==> src/verilog/motor_regs_macros.svh <==
//**********************************************************************
// Register map and widths of the motor board register file
// Addresses are 6-bit; rotation blocks are 5 registers apart
//**********************************************************************
`ifndef MOTOR_REGS_MACROS_SVH
`define MOTOR_REGS_MACROS_SVH

`define MR_DATA_W           8       // Register width
`define MR_ADDR_W           6       // Bus address width
`define MR_ANGLE_W          12      // Swerve angle width

`define MR_NUM_DRIVE        4
`define MR_NUM_ROT          4

// Broadcast write addresses
`define MR_ADDR_BCAST_ALL   6'h01   // All eight control registers
`define MR_ADDR_BCAST_ROT   6'h02   // Rotation control only
`define MR_ADDR_BCAST_DRIVE 6'h03   // Drive control only

`define MR_ADDR_DRIVE_BASE  6'h04   // Drive n control at base + 2n, status above
`define MR_DRIVE_STRIDE     2

`define MR_ADDR_ROT_BASE    6'h0C
`define MR_ROT_STRIDE       5
`define MR_ROT_OFS_CTRL     0
`define MR_ROT_OFS_STATUS   1
`define MR_ROT_OFS_TARGET   2       // Target angle low byte
`define MR_ROT_OFS_ANG_LO   3       // Snapshot low byte
`define MR_ROT_OFS_ANG_HI   4       // Done + snapshot high nibble, command on write

`define MR_CMD_ABORT_BIT    4
`define MR_CMD_UPDATE_BIT   5
`define MR_CMD_SNAP_BIT     6

`endif
==> src/verilog/motor_regs_pkg.sv <==
//**********************************************************************
// Bus, control, status and command types of the motor register file
// Control byte layout is shared by drive and rotation motors (bits 7:5)
//**********************************************************************
`include "motor_regs_macros.svh"

package motor_regs_pkg;

    // Host bus, one transfer per clock
    typedef struct packed {
        logic [`MR_ADDR_W-1:0] address;
        logic                  write_en;
        logic [`MR_DATA_W-1:0] wr_data;
        logic                  read_en;
    } reg_bus_t;

    typedef struct packed {
        logic       brake;     // Bit 7
        logic       enable;
        logic       direction;
        logic [4:0] pwm;       // PWM level
    } drive_ctrl_t;

    typedef struct packed {
        logic                             brake;
        logic                             enable;
        logic                             direction;
        logic                             rsvd;      // Unused, stored as written
        logic [`MR_ANGLE_W-`MR_DATA_W-1:0] angle_hi; // Target angle bits 11:8
    } rot_ctrl_t;

    // One control byte, two decodings
    // Broadcast to all motors lands the same byte in both kinds
    typedef union packed {
        drive_ctrl_t drive;
        rot_ctrl_t   rot;
    } ctrl_word_u;

    typedef struct packed {
        logic       fault;
        logic       startup_fail;
        logic [5:0] adc_temp;  // ADC temperature code
    } motor_status_t;

    typedef struct packed {
        logic update;          // Start move to target
        logic abort;           // Stop current move
    } rot_cmd_t;

    typedef logic [`MR_ANGLE_W-1:0] angle_t;

endpackage

==> src/verilog/motor_regs.sv <==
//**********************************************************************
// Motor board register file top, host bus to drive and swerve motors
// Single-cycle writes, reads return data one clock after read_en
//**********************************************************************
`timescale 1ns/100ps
`include "motor_regs_macros.svh"

module motor_regs (
    input  logic                                              clock,
    input  logic                                              rst_n,
    input  motor_regs_pkg::reg_bus_t                          bus,
    output logic                          [`MR_DATA_W-1:0]    rd_data,
    input  motor_regs_pkg::motor_status_t [`MR_NUM_DRIVE-1:0] drive_status,
    input  motor_regs_pkg::motor_status_t [`MR_NUM_ROT-1:0]   rot_status,
    input  motor_regs_pkg::angle_t        [`MR_NUM_ROT-1:0]   current_angle,
    input  logic                          [`MR_NUM_ROT-1:0]   angle_done,
    output motor_regs_pkg::drive_ctrl_t   [`MR_NUM_DRIVE-1:0] drive_ctrl,
    output motor_regs_pkg::rot_ctrl_t     [`MR_NUM_ROT-1:0]   rot_ctrl,
    output motor_regs_pkg::angle_t        [`MR_NUM_ROT-1:0]   target_angle,
    output motor_regs_pkg::rot_cmd_t      [`MR_NUM_ROT-1:0]   rot_cmd
);

    import motor_regs_pkg::*;

    // Write strobes
    logic [`MR_NUM_DRIVE-1:0] drive_ctrl_we;
    logic [`MR_NUM_ROT-1:0]   rot_ctrl_we;
    logic [`MR_NUM_ROT-1:0]   rot_target_we;
    logic [`MR_NUM_ROT-1:0]   rot_cmd_we;

    // Registered read sources
    motor_status_t [`MR_NUM_DRIVE-1:0] drive_status_q;
    motor_status_t [`MR_NUM_ROT-1:0]   rot_status_q;
    angle_t        [`MR_NUM_ROT-1:0]   snap;
    logic          [`MR_NUM_ROT-1:0]   done_q;

    reg_addr_decode u_decode (
        .bus           (bus),
        .drive_ctrl_we (drive_ctrl_we),
        .rot_ctrl_we   (rot_ctrl_we),
        .rot_target_we (rot_target_we),
        .rot_cmd_we    (rot_cmd_we)
    );

    drive_motor_regs u_drive (
        .clock     (clock),
        .rst_n     (rst_n),
        .ctrl_we   (drive_ctrl_we),
        .wr_data   (bus.wr_data),     // Decoded as drive_ctrl_t inside
        .status_in (drive_status),
        .ctrl      (drive_ctrl),
        .status_q  (drive_status_q)
    );

    rotation_motor_regs u_rot (
        .clock         (clock),
        .rst_n         (rst_n),
        .ctrl_we       (rot_ctrl_we),
        .target_we     (rot_target_we),
        .cmd_we        (rot_cmd_we),
        .wr_data       (bus.wr_data), // Same byte, rotation view
        .status_in     (rot_status),
        .current_angle (current_angle),
        .angle_done    (angle_done),
        .ctrl          (rot_ctrl),
        .target_angle  (target_angle),
        .rot_cmd       (rot_cmd),
        .status_q      (rot_status_q),
        .snap          (snap),
        .done_q        (done_q)
    );

    reg_read_mux u_rd_mux (
        .clock        (clock),
        .rst_n        (rst_n),
        .bus          (bus),
        .drive_ctrl   (drive_ctrl),
        .drive_status (drive_status_q),
        .rot_ctrl     (rot_ctrl),
        .rot_target   (target_angle),
        .rot_status   (rot_status_q),
        .snap         (snap),
        .done_q       (done_q),
        .rd_data      (rd_data)
    );

endmodule

==> src/verilog/reg_read_mux.sv <==
//**********************************************************************
// Read decode, rd_data valid one clock after read_en
// Unmapped and broadcast addresses read as zero
//**********************************************************************
`timescale 1ns/100ps
`include "motor_regs_macros.svh"

module reg_read_mux (
    input  logic                                              clock,
    input  logic                                              rst_n,
    input  motor_regs_pkg::reg_bus_t                          bus,
    input  motor_regs_pkg::drive_ctrl_t   [`MR_NUM_DRIVE-1:0] drive_ctrl,
    input  motor_regs_pkg::motor_status_t [`MR_NUM_DRIVE-1:0] drive_status,
    input  motor_regs_pkg::rot_ctrl_t     [`MR_NUM_ROT-1:0]   rot_ctrl,
    input  motor_regs_pkg::angle_t        [`MR_NUM_ROT-1:0]   rot_target,  // Low byte read back
    input  motor_regs_pkg::motor_status_t [`MR_NUM_ROT-1:0]   rot_status,
    input  motor_regs_pkg::angle_t        [`MR_NUM_ROT-1:0]   snap,
    input  logic                          [`MR_NUM_ROT-1:0]   done_q,
    output logic                          [`MR_DATA_W-1:0]    rd_data
);

    logic [`MR_DATA_W-1:0] rd_next;
    logic [`MR_ADDR_W-1:0] blk;       // Current rotation block base

    always_comb begin
        rd_next = '0;
        blk     = '0;
        for (int i = 0; i < `MR_NUM_DRIVE; i++) begin
            if (bus.address == `MR_ADDR_W'(`MR_ADDR_DRIVE_BASE + `MR_DRIVE_STRIDE * i)) begin
                rd_next = drive_ctrl[i];
            end
            if (bus.address == `MR_ADDR_W'(`MR_ADDR_DRIVE_BASE + `MR_DRIVE_STRIDE * i + 1)) begin
                rd_next = drive_status[i];
            end
        end
        for (int i = 0; i < `MR_NUM_ROT; i++) begin
            blk = `MR_ADDR_W'(`MR_ADDR_ROT_BASE + `MR_ROT_STRIDE * i);
            case (bus.address - blk)
                `MR_ADDR_W'(`MR_ROT_OFS_CTRL):   rd_next = rot_ctrl[i];
                `MR_ADDR_W'(`MR_ROT_OFS_STATUS): rd_next = rot_status[i];
                `MR_ADDR_W'(`MR_ROT_OFS_TARGET): rd_next = rot_target[i][`MR_DATA_W-1:0];
                `MR_ADDR_W'(`MR_ROT_OFS_ANG_LO): rd_next = snap[i][`MR_DATA_W-1:0];
                `MR_ADDR_W'(`MR_ROT_OFS_ANG_HI):               // Done, 3 zeros, high nibble
                    rd_next = {done_q[i], 3'b000, snap[i][`MR_ANGLE_W-1:`MR_DATA_W]};
                default: ;                                     // Other block, keep value
            endcase
        end
    end

    // Holds between reads
    always_ff @(posedge clock or negedge rst_n) begin
        if (!rst_n) begin
            rd_data <= '0;
        end else if (bus.read_en) begin
            rd_data <= rd_next;
        end
    end

endmodule

==> src/verilog/rotation_motor_regs.sv <==
//**********************************************************************
// Swerve rotation registers: control, target, snapshot and commands
// Update and abort are single-cycle pulses, back-to-back writes stretch them
//**********************************************************************
`timescale 1ns/100ps
`include "motor_regs_macros.svh"

module rotation_motor_regs (
    input  logic                                            clock,
    input  logic                                            rst_n,
    input  logic                          [`MR_NUM_ROT-1:0] ctrl_we,
    input  logic                          [`MR_NUM_ROT-1:0] target_we,
    input  logic                          [`MR_NUM_ROT-1:0] cmd_we,     // ANG_HI write
    input  motor_regs_pkg::ctrl_word_u                      wr_data,
    input  motor_regs_pkg::motor_status_t [`MR_NUM_ROT-1:0] status_in,
    input  motor_regs_pkg::angle_t        [`MR_NUM_ROT-1:0] current_angle,
    input  logic                          [`MR_NUM_ROT-1:0] angle_done,
    output motor_regs_pkg::rot_ctrl_t     [`MR_NUM_ROT-1:0] ctrl,
    output motor_regs_pkg::angle_t        [`MR_NUM_ROT-1:0] target_angle,
    output motor_regs_pkg::rot_cmd_t      [`MR_NUM_ROT-1:0] rot_cmd,
    output motor_regs_pkg::motor_status_t [`MR_NUM_ROT-1:0] status_q,
    output motor_regs_pkg::angle_t        [`MR_NUM_ROT-1:0] snap,       // Held for two-byte read
    output logic                          [`MR_NUM_ROT-1:0] done_q
);

    import motor_regs_pkg::*;

    rot_ctrl_t                            wr_ctrl;    // Rotation view of the byte
    logic      [`MR_NUM_ROT-1:0][`MR_DATA_W-1:0] target_lo;  // Target angle low bytes

    assign wr_ctrl = wr_data.rot;

    // Control and target bytes
    always_ff @(posedge clock or negedge rst_n) begin
        if (!rst_n) begin
            ctrl      <= '0;
            target_lo <= '0;
        end else begin
            for (int i = 0; i < `MR_NUM_ROT; i++) begin
                if (ctrl_we[i]) begin
                    ctrl[i] <= wr_ctrl;
                end
                if (target_we[i]) begin
                    target_lo[i] <= wr_data;  // Whole byte, no field split
                end
            end
        end
    end

    // High nibble lives in the control register
    always_comb begin
        for (int i = 0; i < `MR_NUM_ROT; i++) begin
            target_angle[i] = {ctrl[i].angle_hi, target_lo[i]};
        end
    end

    // Command pulses and snapshot, all from one ANG_HI write
    always_ff @(posedge clock or negedge rst_n) begin
        if (!rst_n) begin
            rot_cmd <= '0;
            snap    <= '0;
        end else begin
            for (int i = 0; i < `MR_NUM_ROT; i++) begin
                rot_cmd[i].update <= cmd_we[i] & wr_data[`MR_CMD_UPDATE_BIT];
                rot_cmd[i].abort  <= cmd_we[i] & wr_data[`MR_CMD_ABORT_BIT];  // Self-clearing
                // Freeze angle so low and high reads match
                if (cmd_we[i] && wr_data[`MR_CMD_SNAP_BIT]) begin
                    snap[i] <= current_angle[i];
                end
            end
        end
    end

    // Status and done sampled each clock
    always_ff @(posedge clock) begin
        status_q <= status_in;
        done_q   <= angle_done;
    end

endmodule

==> src/verilog/drive_motor_regs.sv <==
//**********************************************************************
// Drive motor control registers and status capture
// Status is sampled every clock, no handshake with the motor side
//**********************************************************************
`timescale 1ns/100ps
`include "motor_regs_macros.svh"

module drive_motor_regs (
    input  logic                                              clock,
    input  logic                                              rst_n,
    input  logic                          [`MR_NUM_DRIVE-1:0] ctrl_we,   // One-hot per motor
    input  motor_regs_pkg::ctrl_word_u                        wr_data,
    input  motor_regs_pkg::motor_status_t [`MR_NUM_DRIVE-1:0] status_in,
    output motor_regs_pkg::drive_ctrl_t   [`MR_NUM_DRIVE-1:0] ctrl,
    output motor_regs_pkg::motor_status_t [`MR_NUM_DRIVE-1:0] status_q
);

    import motor_regs_pkg::*;

    drive_ctrl_t wr_ctrl;  // Drive view of the written byte

    assign wr_ctrl = wr_data.drive;

    // Control registers, motors held off in reset
    always_ff @(posedge clock or negedge rst_n) begin
        if (!rst_n) begin
            ctrl <= '0;
        end else begin
            for (int i = 0; i < `MR_NUM_DRIVE; i++) begin
                if (ctrl_we[i]) begin
                    ctrl[i] <= wr_ctrl;  // Also taken on broadcast
                end
            end
        end
    end

    // Free-running status sample
    always_ff @(posedge clock) begin
        status_q <= status_in;
    end

endmodule

==> src/verilog/reg_addr_decode.sv <==
//**********************************************************************
// Write strobe decode, purely combinational
// Broadcast addresses hit control registers only, never target or command
//**********************************************************************
`timescale 1ns/100ps
`include "motor_regs_macros.svh"

module reg_addr_decode (
    input  motor_regs_pkg::reg_bus_t bus,
    output logic [`MR_NUM_DRIVE-1:0] drive_ctrl_we,
    output logic [`MR_NUM_ROT-1:0]   rot_ctrl_we,
    output logic [`MR_NUM_ROT-1:0]   rot_target_we,
    output logic [`MR_NUM_ROT-1:0]   rot_cmd_we
);

    logic bcast_drive;   // Write to a drive-wide broadcast
    logic bcast_rot;     // Write to a rotation-wide broadcast

    assign bcast_drive = bus.write_en & ((bus.address == `MR_ADDR_BCAST_ALL) |
                                         (bus.address == `MR_ADDR_BCAST_DRIVE));
    assign bcast_rot   = bus.write_en & ((bus.address == `MR_ADDR_BCAST_ALL) |
                                         (bus.address == `MR_ADDR_BCAST_ROT));

    for (genvar i = 0; i < `MR_NUM_DRIVE; i++) begin : g_drive
        localparam logic [`MR_ADDR_W-1:0] CTRL_ADDR =
            `MR_ADDR_W'(`MR_ADDR_DRIVE_BASE + `MR_DRIVE_STRIDE * i);

        assign drive_ctrl_we[i] = (bus.write_en & (bus.address == CTRL_ADDR)) | bcast_drive;
    end

    for (genvar i = 0; i < `MR_NUM_ROT; i++) begin : g_rot
        // First register of this rotation block
        localparam logic [`MR_ADDR_W-1:0] BLK_ADDR =
            `MR_ADDR_W'(`MR_ADDR_ROT_BASE + `MR_ROT_STRIDE * i);
        localparam logic [`MR_ADDR_W-1:0] CTRL_ADDR = BLK_ADDR + `MR_ADDR_W'(`MR_ROT_OFS_CTRL);
        localparam logic [`MR_ADDR_W-1:0] TGT_ADDR  = BLK_ADDR + `MR_ADDR_W'(`MR_ROT_OFS_TARGET);
        localparam logic [`MR_ADDR_W-1:0] CMD_ADDR  = BLK_ADDR + `MR_ADDR_W'(`MR_ROT_OFS_ANG_HI);

        assign rot_ctrl_we[i]   = (bus.write_en & (bus.address == CTRL_ADDR)) | bcast_rot;
        assign rot_target_we[i] = bus.write_en & (bus.address == TGT_ADDR);
        assign rot_cmd_we[i]    = bus.write_en & (bus.address == CMD_ADDR); // ANG_HI write
    end

endmodule

==> config.mk <==
export PLATFORM = sky130hd
export DESIGN_NAME = motor_regs
export DESIGN_NICKNAME = d
export VERILOG_FILES = /design/src/verilog/motor_regs_pkg.sv /design/src/verilog/motor_regs.sv /design/src/verilog/reg_read_mux.sv /design/src/verilog/rotation_motor_regs.sv /design/src/verilog/drive_motor_regs.sv /design/src/verilog/reg_addr_decode.sv
export VERILOG_INCLUDE_DIRS = /design/src /design/src/verilog
export SDC_FILE = /design/constraint.sdc
export NUM_CORES = 1
export LEC_CHECK = 0
export ABC_AREA = 1
export BUFFER_PORTS_ARGS = -buffer_cell sky130_fd_sc_hd__clkbuf_2
export CAP_MARGIN = 20
export CORE_ASPECT_RATIO = 1.1
export CORE_UTILIZATION = 57
export DETAILED_ROUTE_END_ITERATION = 16
export PLACE_DENSITY_LB_ADDON = 0.15
export SYNTH_ARGS = -nofsm -noshare
export SYNTH_HDL_FRONTEND = slang
export SYNTH_SLANG_ARGS = --single-unit
==> constraint.sdc <==
create_clock -name clock -period 2.6 [get_ports clock]
set_input_delay 0.26 -clock clock [delete_from_list [all_inputs] [get_ports clock]]
set_output_delay 0.26 -clock clock [all_outputs]
set_load 0.02 [all_outputs]
==> reports/qor.yml <==
hold_viol: 0
post_cts_buffers: 0
fin_nets: 1611
timing.final.ws_setup_ns: 0.576
area_growth_syn_to_layout_pct: 34.8
finalCriticalPeriod_ns: 2.02
coreArea_um2: 16500
layout_commonest_cell: "clkbuf_2"
status: "completed"
cts_max_path_buffers: 3
die_h_um: 139
chipWidth_um: 126
cp_max_fo: 22
cp_data_arrival_time_ns: 2.46
cap_violations: 0
synth_area_leaders: "dfrtp_1 41%, dfxtp_1 14%, nand2_1 9.5%"
slowest_stage: "nor2_4"
root_buffer: "clkbuf_16"
slew_headroom_pct: 51.8
drv_slew: 0
min-delay-start: "current_angle[10]"
holdCritPathClass: "in2reg"
drtIter0Drc: 1069
worst_setup_path_end_kind: "flip-flop"
fin_util_pct: 79.2
synth-seq-cells: 228
cp_top_family: "simple AND/OR/NAND/NOR gates"
r2r_cells: 8
path_clk_slew_ns: 0.06
routabilityCongestion: 0.966
rr_startpoint: "u_drive.ctrl[11]"
syn_area_um2: 9680
timing.critical_path.buf_inv: 3
port_buffers: 261
grt_antenna_before_repair: 1
slowest_delay_ns: 0.36
yosys_warnings: 0
fin_tns_setup_ns: 0
cts_tree: "done"
remaining_drc_errors: 0
rsz0062_at_grt: "no"
grt_overflow: 0
irDropWorstVdd_uv: 617
r2r_setup_slack_ns: 1.05
initial_core_util_pct: 58.7
fmax_mhz: 494
required_ns: 3.03
powerDensity_nw_per_um2: 774
grtUsageTotal_pct: 39.2
totalWireLength_um: 34000
synth_top_area_cell: "dfrtp_1"
clk_latency_ns: 0.51
dieArea_um2: 17500
drive_above_1_share_pct: 26.5
detailedPlace.worstSlack_ns: 0.138
p_leak_nw: 6.56
finalCritPeriodShare_pct: 77.8
syn-num-nets: 1243
row_count: 49
cts_buffers: 23
grt_pass1_wl_um: 52500
worstHoldPathCells: 3
h-tree-depth: 1
reg2reg_to: "u_rd_mux.rd_data[3]"
grt_max_degree: 73
wl_per_cell_um: 20.1
drtPass1Iterations: 8
cts.sink_count: 228
setup_viol_count_final: 0
holdPathEnd: "u_rot.snap[10]"
syn_inst: 1104
drt-vias-per-instance: 5.72
layout_common_cells: "260 x clkbuf_2, 245 x nand2_1, 160 x dfrtp_1, 120 x nor2_1, 119 x nand3_1"
antenna_left: 0
skew_ns: 0.00844
io_pins: 262
critical_path_class: "in2reg"
crit_top_cell: "nand2_1"
avgSynthCellArea_um2: 8.77
tightest_slew_ns: 0.723
fin_total_pwr_mw: 10.1
netlist.area_leader.share_pct: 41.4
hpwl_um: 22300
grt_pass1_vias: 9374
start_kind: "input pin"
vias: 9679
crit_chain: "clkbuf_2, inv_1, ha_1, nand2_1, nand3_1, nand3_1, nand2_1, nor2_4, buf_4, nand3_1, nand2_1, nor3_1, nand2_1, nand2_1, a21oi_1"
post_synth_num_cell_types: 37
ys_seq_area_share_pct: 55.4
-- worst max path at each step --
stage / start / endpoint / slack (ns) / cells past startpoint
global placement: bus[12] / u_rd_mux.rd_data[6] / 0.23 / 15
CTS: bus[12] / u_rd_mux.rd_data[6] / 0.65 / 14
detailed placement: bus[12] / u_rd_mux.rd_data[6] / 0.14 / 14
floorplan: bus[12] / u_rd_mux.rd_data[2] / 0.55 / 13
finish: bus[12] / u_rd_mux.rd_data[6] / 0.58 / 15
global route: bus[12] / u_rd_mux.rd_data[7] / 0.38 / 15
-- layout make-up --
class | count | area [um2]
clock inverter | 5 | 60.1
clock buffer | 36 | 749
multi-input combinational | 753 | 3750
sequential | 228 | 5370
fill | 1117 | 3440
tap | 204 | 255
antenna | 1 | 2.50
timing repair buffer | 396 | 2610
inverter | 70 | 263
-- Yosys cell counts --
master / n
ha_1: 5
nand3_2: 1
o2bb2ai_1: 1
buf_2: 18
buf_4: 19
nor3_2: 2
dfxtp_1: 68
clkbuf_1: 14
nand2_2: 3
nand3_1: 119
a211oi_1: 1
o21ai_0: 71
o21ai_2: 1
inv_2: 6
o211ai_1: 4
o41ai_2: 1
nor3_1: 17
o31ai_2: 1
nand3b_1: 1
buf_6: 1
o21ai_1: 5
nor2_1: 120
o2111ai_1: 1
nor2_4: 3
inv_1: 59
nor4_2: 1
nand2_1: 245
nand4_1: 28
nand4_2: 1
xor2_1: 1
dfrtp_1: 160
mux2_2: 40
clkinv_1: 5
o22ai_1: 3
nor2_2: 10
buf_1: 1
a21oi_1: 67
-- state kept, by name, summed over array words and instances, names as in the netlist --
| register | flops |
|---|---|
| u_drive.ctrl | 32 |
| u_drive.status_q | 32 |
| u_rd_mux.rd_data | 8 |
| u_rot.ctrl | 32 |
| u_rot.done_q | 4 |
| u_rot.rot_cmd | 8 |
| u_rot.snap | 48 |
| u_rot.status_q | 32 |
| u_rot.target_angle | 32 |
-- power by group --
part | internal (mW) | leakage (nW) | switching (mW)
Clock | 2.09 | 0.394 | 1.39
Combinational | 0.753 | 3.59 | 1.40
Sequential | 4.02 | 2.58 | 0.453
-- metrics by stage --
step,area [um2],instances,hold slack [ns]
after global placement,11200,1544,0.178
after global routing,13100,1692,0.00544
final,13100,1693,0.00603
after floorplan,9680,1104,-0.0356
after CTS,13100,1692,0.000109
after detailed placement,11200,1544,0.174
-- repair_timing --
item / 4_1_cts / 5_1_grt
hold endpoints to repair: 139 / 0
resized for setup: 0 / 0
setup endpoints to repair: 0 / 0
hold buffers: 107 / 0
-- routing by layer --
metal / global-route usage, % / wire length, um / share of wire (%)
met5: 0 / 0 / 0
met4: 20.7 / 1910 / 5.6
met3: 6.79 / 3040 / 9.0
met2: 64.9 / 16400 / 48
met1: 49.2 / 12600 / 37
-- worst min-delay path, stage by stage --
cell	delay, ns
clkbuf_2	0.08
nor2_1	0.09
a21oi_1	0.04
-- cells by family after synthesis --
logic type | count (synthesis) | share of synthesized area [%]
xor gates and xnor gates | 1 | 0.0905
adders and majority gates | 5 | 0.646
DFF | 228 | 55.4
buffers and inverters | 123 | 5.82
muxes | 40 | 4.65
and+or+nand+nor | 551 | 24.8
AOI/OAI and AO/OA | 156 | 8.54
No activity file was read; power rests on OpenSTA's default activity.
